File: config.mk
export PLATFORM = sky130hd
export DESIGN_NAME = metering_top
export DESIGN_NICKNAME = d
export VERILOG_FILES = /design/src/source/camera_pkg.sv /design/src/source/apb_regs_pkg.sv /design/src/source/metering_apb_decode.sv /design/src/source/metering.sv /design/src/source/metering_result.sv /design/src/source/metering_top.sv
export SDC_FILE = /design/constraint.sdc
export NUM_CORES = 1
export LEC_CHECK = 0
export BUFFER_PORTS_ARGS = -buffer_cell sky130_fd_sc_hd__clkbuf_2
export CORE_ASPECT_RATIO = 0.6
export CORE_MARGIN = 1.5
export CORE_UTILIZATION = 58
export CTS_CLUSTER_DIAMETER = 200
export CTS_CLUSTER_SIZE = 20
export DETAILED_ROUTE_END_ITERATION = 8
export PLACE_DENSITY = 0.8
export SETUP_SLACK_MARGIN = 0.05
export SLEW_MARGIN = 20
export SYNTH_ARGS = -nofsm -noshare
export SYNTH_HDL_FRONTEND = slang
export SYNTH_SLANG_ARGS = --single-unit
export TNS_END_PERCENT = 50
File: constraint.sdc
create_clock -name clock_in -period 3.3 [get_ports clock_in]
set_input_delay 0.33 -clock clock_in [delete_from_list [all_inputs] [get_ports clock_in]]
set_output_delay 0.33 -clock clock_in [all_outputs]
set_load 0.01 [all_outputs]
File: src/source/camera_pkg.sv
/*
 * Camera geometry package
 * Pixel sample width, frame side length and the widths used by the
 * exposure metering path.
 */

`default_nettype none

package camera_pkg;

    ////////////////////////////////////////////////////////////
    // Pixel format
    ////////////////////////////////////////////////////////////

    localparam int pixel_width    = 10; // One colour sample
    localparam int metering_width = 8;  // Published window average

    ////////////////////////////////////////////////////////////
    // Frame geometry
    ////////////////////////////////////////////////////////////

    // Square frame, kept small so a full frame simulates quickly
    localparam int image_size = 64;

    // Position counters are sized for sensors far larger than image_size
    localparam int counter_width = 12;

endpackage : camera_pkg

`default_nettype wire

File: src/source/apb_regs_pkg.sv
/*
 * APB register map package
 * Bus widths, register offsets and control and status bit positions
 * of the metering configuration port.
 */

`default_nettype none

package apb_regs_pkg;

    localparam int apb_addr_width    = 8;
    localparam int apb_data_width    = 32;
    localparam int frame_count_width = 16; // Wrapping count of metered frames

    ////////////////////////////////////////////////////////////
    // Register offsets
    ////////////////////////////////////////////////////////////

    localparam logic [apb_addr_width-1:0] reg_ctrl   = 8'h00; // Enable and irq_enable
    localparam logic [apb_addr_width-1:0] reg_status = 8'h04; // Read clears ready
    localparam logic [apb_addr_width-1:0] reg_red    = 8'h08;
    localparam logic [apb_addr_width-1:0] reg_green  = 8'h0C;
    localparam logic [apb_addr_width-1:0] reg_blue   = 8'h10;
    localparam logic [apb_addr_width-1:0] reg_frames = 8'h14;

    // Bit positions
    localparam int ctrl_enable_bit     = 0;
    localparam int ctrl_irq_enable_bit = 1;
    localparam int status_ready_bit    = 0;

endpackage : apb_regs_pkg

`default_nettype wire

File: src/source/metering_apb_decode.sv
/*
 * Metering APB register decode
 * Zero wait state APB slave. Holds the control register, builds the
 * read word from the result registers and flags unmapped offsets.
 */

`timescale 1ns/10ps
`default_nettype none

module metering_apb_decode (
    input  logic                                       clock_in,
    input  logic                                       rst_n,

    // APB slave
    input  logic [apb_regs_pkg::apb_addr_width-1:0]    paddr,
    input  logic                                       psel,
    input  logic                                       penable,
    input  logic                                       pwrite,
    input  logic [apb_regs_pkg::apb_data_width-1:0]    pwdata,
    output logic [apb_regs_pkg::apb_data_width-1:0]    prdata,
    output logic                                       pready,
    output logic                                       pslverr,

    // Result side
    input  logic [camera_pkg::metering_width-1:0]      red_value,
    input  logic [camera_pkg::metering_width-1:0]      green_value,
    input  logic [camera_pkg::metering_width-1:0]      blue_value,
    input  logic                                       ready,
    input  logic [apb_regs_pkg::frame_count_width-1:0] frame_count,

    // Control outputs
    output logic                                       enable,
    output logic                                       irq_enable,
    output logic                                       status_read
);
    import camera_pkg::*;
    import apb_regs_pkg::*;

    logic                      access;    // Access phase of any transfer
    logic                      mapped;    // paddr hits a register
    logic [apb_data_width-1:0] read_word;

    assign access = psel && penable;

    ////////////////////////////////////////////////////////////
    // Address decode and read multiplexer
    ////////////////////////////////////////////////////////////

    always_comb begin
        read_word = '0;
        mapped    = 1'b1;
        case (paddr)
            reg_ctrl: begin
                read_word[ctrl_enable_bit]     = enable;
                read_word[ctrl_irq_enable_bit] = irq_enable;
            end
            reg_status: read_word[status_ready_bit] = ready;
            reg_red:    read_word[metering_width-1:0] = red_value;
            reg_green:  read_word[metering_width-1:0] = green_value;
            reg_blue:   read_word[metering_width-1:0] = blue_value;
            reg_frames: read_word[frame_count_width-1:0] = frame_count;
            default:    mapped = 1'b0; // Includes unaligned offsets
        endcase
    end

    assign prdata  = read_word;
    assign pready  = 1'b1;             // Never stalls
    assign pslverr = access && !mapped;

    // Result clears ready at the end of this access phase
    assign status_read = access && !pwrite && (paddr == reg_status);

    ////////////////////////////////////////////////////////////
    // Control register
    ////////////////////////////////////////////////////////////

    always_ff @(posedge clock_in or negedge rst_n) begin
        if (!rst_n) begin
            enable     <= 1'b0;
            irq_enable <= 1'b0;
        end else if (access && pwrite && (paddr == reg_ctrl)) begin
            enable     <= pwdata[ctrl_enable_bit];
            irq_enable <= pwdata[ctrl_irq_enable_bit];
        end
    end

endmodule : metering_apb_decode

`default_nettype wire

File: src/source/metering.sv
/*
 * Exposure metering accumulator
 * Tracks the pixel position, sums each colour over a centred square
 * window and publishes the top bits of each sum when the frame ends.
 */

`timescale 1ns/10ps
`default_nettype none

module metering #(
    parameter int window_size = 32 // Power of two, no larger than image_size
) (
    input  logic                                  clock_in,
    input  logic                                  rst_n,
    input  logic                                  enable,

    input  logic [camera_pkg::pixel_width-1:0]    red_data,
    input  logic [camera_pkg::pixel_width-1:0]    green_data,
    input  logic [camera_pkg::pixel_width-1:0]    blue_data,
    input  logic                                  line_valid,
    input  logic                                  frame_valid,

    output logic [camera_pkg::metering_width-1:0] red_metering,
    output logic [camera_pkg::metering_width-1:0] green_metering,
    output logic [camera_pkg::metering_width-1:0] blue_metering,
    output logic                                  metering_done
);
    import camera_pkg::*;

    localparam logic [counter_width-1:0] window_start =
        counter_width'((image_size - window_size) / 2);
    localparam logic [counter_width-1:0] window_end =
        counter_width'((image_size + window_size) / 2);

    // Holds window_size^2 full scale samples without overflow
    localparam int sum_width = $clog2(window_size * window_size) + pixel_width;

    logic [counter_width-1:0] x_count;
    logic [counter_width-1:0] y_count;
    logic                     line_valid_q;
    logic                     frame_valid_q;
    logic                     frame_accepted; // enable seen at frame start
    logic                     frame_start;
    logic                     frame_end;
    logic                     in_window;

    logic [sum_width-1:0]     red_sum;
    logic [sum_width-1:0]     green_sum;
    logic [sum_width-1:0]     blue_sum;

    assign frame_start = frame_valid && !frame_valid_q;
    assign frame_end   = !frame_valid && frame_valid_q;

    assign in_window = line_valid &&
                       (x_count >= window_start) && (x_count < window_end) &&
                       (y_count >= window_start) && (y_count < window_end);

    ////////////////////////////////////////////////////////////
    // Position counters and accumulators
    ////////////////////////////////////////////////////////////

    always_ff @(posedge clock_in or negedge rst_n) begin
        if (!rst_n) begin
            x_count      <= '0;
            y_count      <= '0;
            line_valid_q <= 1'b0;
            red_sum      <= '0;
            green_sum    <= '0;
            blue_sum     <= '0;
        end else if (!frame_valid) begin
            x_count      <= '0;                   // Idle between frames
            y_count      <= '0;
            line_valid_q <= 1'b0;
            red_sum      <= '0;
            green_sum    <= '0;
            blue_sum     <= '0;
        end else begin
            line_valid_q <= line_valid;
            if (line_valid) begin
                x_count <= x_count + 1'b1;
            end else begin
                x_count <= '0;
                if (line_valid_q) begin
                    y_count <= y_count + 1'b1;  // Falling edge of line_valid
                end
            end
            if (in_window) begin
                red_sum   <= red_sum + sum_width'(red_data);
                green_sum <= green_sum + sum_width'(green_data);
                blue_sum  <= blue_sum + sum_width'(blue_data);
            end
        end
    end

    ////////////////////////////////////////////////////////////
    // Frame acceptance and publication
    ////////////////////////////////////////////////////////////

    always_ff @(posedge clock_in or negedge rst_n) begin
        if (!rst_n) begin
            frame_valid_q  <= 1'b0;
            frame_accepted <= 1'b0;
            metering_done  <= 1'b0;
            red_metering   <= '0;
            green_metering <= '0;
            blue_metering  <= '0;
        end else begin
            frame_valid_q <= frame_valid;
            metering_done <= frame_end && frame_accepted; // One cycle pulse
            if (frame_start) begin
                frame_accepted <= enable;
            end
            // Top bits of the sum give the window mean divided by four
            if (frame_end && frame_accepted) begin
                red_metering   <= red_sum[sum_width-1 -: metering_width];
                green_metering <= green_sum[sum_width-1 -: metering_width];
                blue_metering  <= blue_sum[sum_width-1 -: metering_width];
            end
        end
    end

endmodule : metering

`default_nettype wire

File: src/source/metering_result.sv
/*
 * Metering result holder
 * Latches the published averages, keeps the sticky ready flag,
 * counts metered frames and raises the interrupt.
 */

`timescale 1ns/10ps
`default_nettype none

module metering_result (
    input  logic                                       clock_in,
    input  logic                                       rst_n,

    input  logic [camera_pkg::metering_width-1:0]      red_metering,
    input  logic [camera_pkg::metering_width-1:0]      green_metering,
    input  logic [camera_pkg::metering_width-1:0]      blue_metering,
    input  logic                                       metering_done,
    input  logic                                       status_read,
    input  logic                                       irq_enable,

    output logic [camera_pkg::metering_width-1:0]      red_value,
    output logic [camera_pkg::metering_width-1:0]      green_value,
    output logic [camera_pkg::metering_width-1:0]      blue_value,
    output logic                                       ready,
    output logic [apb_regs_pkg::frame_count_width-1:0] frame_count,
    output logic                                       irq
);
    logic ready_next;
    logic irq_pending;

    // A new result wins over a status read in the same cycle
    always_comb begin
        ready_next = ready;
        if (metering_done) begin
            ready_next = 1'b1;
        end else if (status_read) begin
            ready_next = 1'b0;
        end
    end

    ////////////////////////////////////////////////////////////
    // Result registers and frame counter
    ////////////////////////////////////////////////////////////

    always_ff @(posedge clock_in or negedge rst_n) begin
        if (!rst_n) begin
            red_value   <= '0;
            green_value <= '0;
            blue_value  <= '0;
            frame_count <= '0;
        end else if (metering_done) begin
            red_value   <= red_metering;   // Overwrites an unread result
            green_value <= green_metering;
            blue_value  <= blue_metering;
            frame_count <= frame_count + 1'b1; // Wraps
        end
    end

    always_ff @(posedge clock_in or negedge rst_n) begin
        if (!rst_n) begin
            ready       <= 1'b0;
            irq_pending <= 1'b0;
        end else begin
            ready       <= ready_next;
            irq_pending <= ready_next && irq_enable; // Drops on the clearing edge
        end
    end

    // Clearing irq_enable masks the request at once
    assign irq = irq_pending && irq_enable;

endmodule : metering_result

`default_nettype wire

File: src/source/metering_top.sv
/*
 * Auto-exposure metering top level
 * Pixel stream statistics with an APB configuration and readout port.
 */

`timescale 1ns/10ps
`default_nettype none

module metering_top #(
    parameter int window_size = 32 // Power of two, no larger than image_size
) (
    input  logic                                    clock_in,
    input  logic                                    rst_n,

    // APB slave
    input  logic [apb_regs_pkg::apb_addr_width-1:0] paddr,
    input  logic                                    psel,
    input  logic                                    penable,
    input  logic                                    pwrite,
    input  logic [apb_regs_pkg::apb_data_width-1:0] pwdata,
    output logic [apb_regs_pkg::apb_data_width-1:0] prdata,
    output logic                                    pready,
    output logic                                    pslverr,

    // Pixel stream
    input  logic [camera_pkg::pixel_width-1:0]      red_data,
    input  logic [camera_pkg::pixel_width-1:0]      green_data,
    input  logic [camera_pkg::pixel_width-1:0]      blue_data,
    input  logic                                    line_valid,
    input  logic                                    frame_valid,

    output logic                                    irq
);
    import camera_pkg::*;
    import apb_regs_pkg::*;

    // Control from the register decode
    logic enable;
    logic irq_enable;
    logic status_read;

    // Metering to result
    logic [metering_width-1:0]    red_metering;
    logic [metering_width-1:0]    green_metering;
    logic [metering_width-1:0]    blue_metering;
    logic                         metering_done;

    // Result back to the register decode
    logic [metering_width-1:0]    red_value;
    logic [metering_width-1:0]    green_value;
    logic [metering_width-1:0]    blue_value;
    logic                         ready;
    logic [frame_count_width-1:0] frame_count;

    ////////////////////////////////////////////////////////////
    // Instances
    ////////////////////////////////////////////////////////////

    metering_apb_decode u_decode (
        .clock_in   (clock_in),
        .rst_n      (rst_n),
        .paddr      (paddr),
        .psel       (psel),
        .penable    (penable),
        .pwrite     (pwrite),
        .pwdata     (pwdata),
        .prdata     (prdata),
        .pready     (pready),
        .pslverr    (pslverr),
        .red_value  (red_value),
        .green_value(green_value),
        .blue_value (blue_value),
        .ready      (ready),
        .frame_count(frame_count),
        .enable     (enable),
        .irq_enable (irq_enable),
        .status_read(status_read)
    );

    metering #(
        .window_size(window_size)
    ) u_metering (
        .clock_in      (clock_in),
        .rst_n         (rst_n),
        .enable        (enable),
        .red_data      (red_data),
        .green_data    (green_data),
        .blue_data     (blue_data),
        .line_valid    (line_valid),
        .frame_valid   (frame_valid),
        .red_metering  (red_metering),
        .green_metering(green_metering),
        .blue_metering (blue_metering),
        .metering_done (metering_done)
    );

    metering_result u_result (
        .clock_in      (clock_in),
        .rst_n         (rst_n),
        .red_metering  (red_metering),
        .green_metering(green_metering),
        .blue_metering (blue_metering),
        .metering_done (metering_done),
        .status_read   (status_read),
        .irq_enable    (irq_enable),
        .red_value     (red_value),
        .green_value   (green_value),
        .blue_value    (blue_value),
        .ready         (ready),
        .frame_count   (frame_count),
        .irq           (irq)
    );

endmodule : metering_top

`default_nettype wire

==> impl_metrics.toml <==
[die]
boundaryPins = 112
core-area_um2 = 13900
start_util_pct = 60.3
die_w_um = 158
rows = 33
die_y_um = 96.1
fp.dieArea_um2 = 15200

[drt]
initialDrtViolationCount = 473
dr.pass1.iters = 5
drc = 0
drt-vias-per-instance = 5.72
ant_nets = 0
wl_per_cell_um = 15.7
wl_mm = 17.8
vias = 6478

[sta]
fin_setup_tns_ns = 0
rsz0062_at_grt = "false"
skew_ns = 0.0136
setup_violations = 0
hold_viol = 0
min_period_ns = 2.55
fmax_ghz = 0.393
setup_ws_ns = 0.754
fin_crit_sh_pct = 77.2
slew_viol_final = 0
slew_headroom_pct = 54.8
worst_pin_slew_ns = 0.678

[critical_path]
critPathBufInv = 0
r2r_start = "u_metering.green_sum[0]"
r2r_setup_slack_ns = 0.75
cp.depth = 7
crit_path_end_kind = "flip-flop"
slowest_delay_ns = 0.45
ff2ff_path_depth = 7
path_class = "reg2reg"
cp_slowest_cell = "fa_1"
reg2reg_to = "u_metering.green_sum[8]"
crit_path_max_fanout = 3
path_cells = "ha_1 > fa_1 > a211oi_1 > o21bai_1 > a2111oi_0 > nor2_1 > o311ai_0"
required_ns = 3.60
arrival_ns = 2.85
worstSetupStartpointType = "flip-flop"
crit_family = "compound AO/OA/AOI/OAI gates"

[global_route]
grt_pass1_wl_mm = 29.6
track_usage_pct = 25.1
grt_pass1_vias = 6065
overflow = 0
grt_start_max_net_pins = 68
antenna_found_initial = 0

[worst_hold_path]
worstHoldEndpoint = "u_decode.enable"
min_path_cells = 2
min_from = "pwdata[0]"
hp-class = "in2reg"

[cells_and_area]
num_antenna_cells = 0
layout-drive-gt1-share_pct = 15.4
multi_input_area_um2 = 4210
syn2layout_area_growth_pct = 12.7
final_common_cell = "dfrtp_1"
nets = 1043
fillCellCount = 1065
register_area_um2 = 3900
final_cell_mix = "dfrtp_1, nand2_1, clkbuf_2"
fin_cells = 1133

[synthesis]
syn_inst = 865
ys_ff_latch = 156
syn_avg_cell_area_um2 = 9.68
synth_ff_type = "dfrtp_1"
yosys_warnings = 0
async_flop_share_pct = 100
ys_seq_area_share_pct = 46.6
ys_types = 61
synth-edff-count = 0
syn_area_um2 = 8370

[clocking]
cts_buffer_depth = 2
root_buffer = "clkbuf_16"
htree_levels = 4
cts_inserted_buffers = 17
cts.reportedPaths.clkPinSlew_ns = 0.06
cts_tree = "built"
cts_resized = 0
clock_sinks = 156
clkLatencyLatePin_ns = 0.42

[placement]
post-place-ws_ns = 0.750
portBuffers = 64
gp_congestion = 0.872
dp_hpwl_mm = 12.1
dp.cells = 1100

[power_and_ir_drop]
powerDensity_nw_per_um2 = 426
finalPower_mw = 4.01
p_leak_nw = 4.59
ir_drop_mv = 0.270

[run_status]
status = "finished clean"

[flow_run]
drv_cap = 0
## layout make-up
type                       count  area share (%)
clock inverter                13            1.37
timing repair buffer          78            4.73
multi-input combinational    657            44.6
inverter                      18           0.716
clock buffer                  19            4.69
sequential                   156            41.4
tap                          192            2.55
## per-layer routing
| metal | GRT usage, % | vias to the layer above | routed length, um |
|---|---|---|---|
| met3 | 4.50 | 20 | 926 |
| met2 | 37.8 | 167 | 7770 |
| met5 | 0 | - | 0 |
| met4 | 6.78 | 0 | 180 |
| li1 | - | 3142 | - |
| met1 | 37.5 | 3149 | 8880 |
## Yosys cell counts (all sizes together), types with 10 or more instances
library cell,n,area (um2)
a21o,10,75.1
a21oi,51,255
and2,14,87.6
and3,21,131
buf,26,164
clkbuf,23,86.3
dfrtp,156,3900
ha,35,438
inv,18,67.6
mux2,27,304
mux2i,10,100
nand2,143,537
nand3,38,190
nand4,12,81.3
nor2,62,233
o21ai,36,180
xnor2,32,280
xor2,30,263
## per-stage QoR
step	cell area, um2	utilization (%)	hold WS, ns
after floorplan	8430	-	0.0344
after global placement	8850	63.8	0.300
after detailed placement	8850	63.8	0.297
after CTS	9440	68.0	0.136
after global routing	9440	68.0	0.138
final	9440	68.0	0.151
## state kept, by name, indices dropped and copies added (netlist names), 8 cells and up
register                   cells
u_metering.green_metering      8
u_metering.y_count            12
u_metering.x_count            12
u_result.frame_count          16
u_metering.red_sum            20
u_metering.blue_metering       8
u_result.blue_value            8
u_metering.blue_sum           20
u_metering.red_metering        8
u_result.green_value           8
u_result.red_value             8
u_metering.green_sum          20
## power breakdown
part | switching (mW) | internal [mW] | total, mW
sequential | 0.00709 | 1.92 | 1.93
combinational | 0.125 | 0.0608 | 0.185
clock | 0.828 | 1.08 | 1.90
total | 0.960 | 3.05 | 4.01
## worst max-delay path by stage
stage | from | end | slack, ns
after floorplan | u_metering.blue_sum[0] | u_metering.blue_sum[12] | 0.96
after global placement | green_data[0] | u_metering.green_sum[8] | 0.77
after detailed placement | green_data[0] | u_metering.green_sum[8] | 0.75
after CTS | u_metering.green_sum[0] | u_metering.green_sum[8] | 0.78
after global routing | u_metering.green_sum[0] | u_metering.green_sum[8] | 0.51
final | u_metering.green_sum[0] | u_metering.green_sum[8] | 0.75
## worst reg2reg max path, stage by stage, from the launching register on
cell,delay [ns]
dfrtp_1,0.39
ha_1,0.23
fa_1,0.45
a211oi_1,0.32
o21bai_1,0.18
a2111oi_0,0.44
nor2_1,0.12
o311ai_0,0.31
## what timing repair did
action,CTS,global route
setup buffers,0,0
hold buffers,1,0
endpoints found under the hold margin,48,0
## kinds of logic (layout without fill, tap and decap cells)
group / Yosys count / after routing / synth area share, %
compound gates: 156 / 156 / 11.9
xor+xnor: 62 / 62 / 6.49
fa+ha+maj: 38 / 38 / 5.95
buf+inv: 67 / 128 / 3.80
flops: 156 / 156 / 46.6
mux: 38 / 38 / 5.10
other cells: 2 / 17 / 0.0897
simple gates: 346 / 346 / 20.0
No activity file was read; power rests on OpenSTA's default activity.
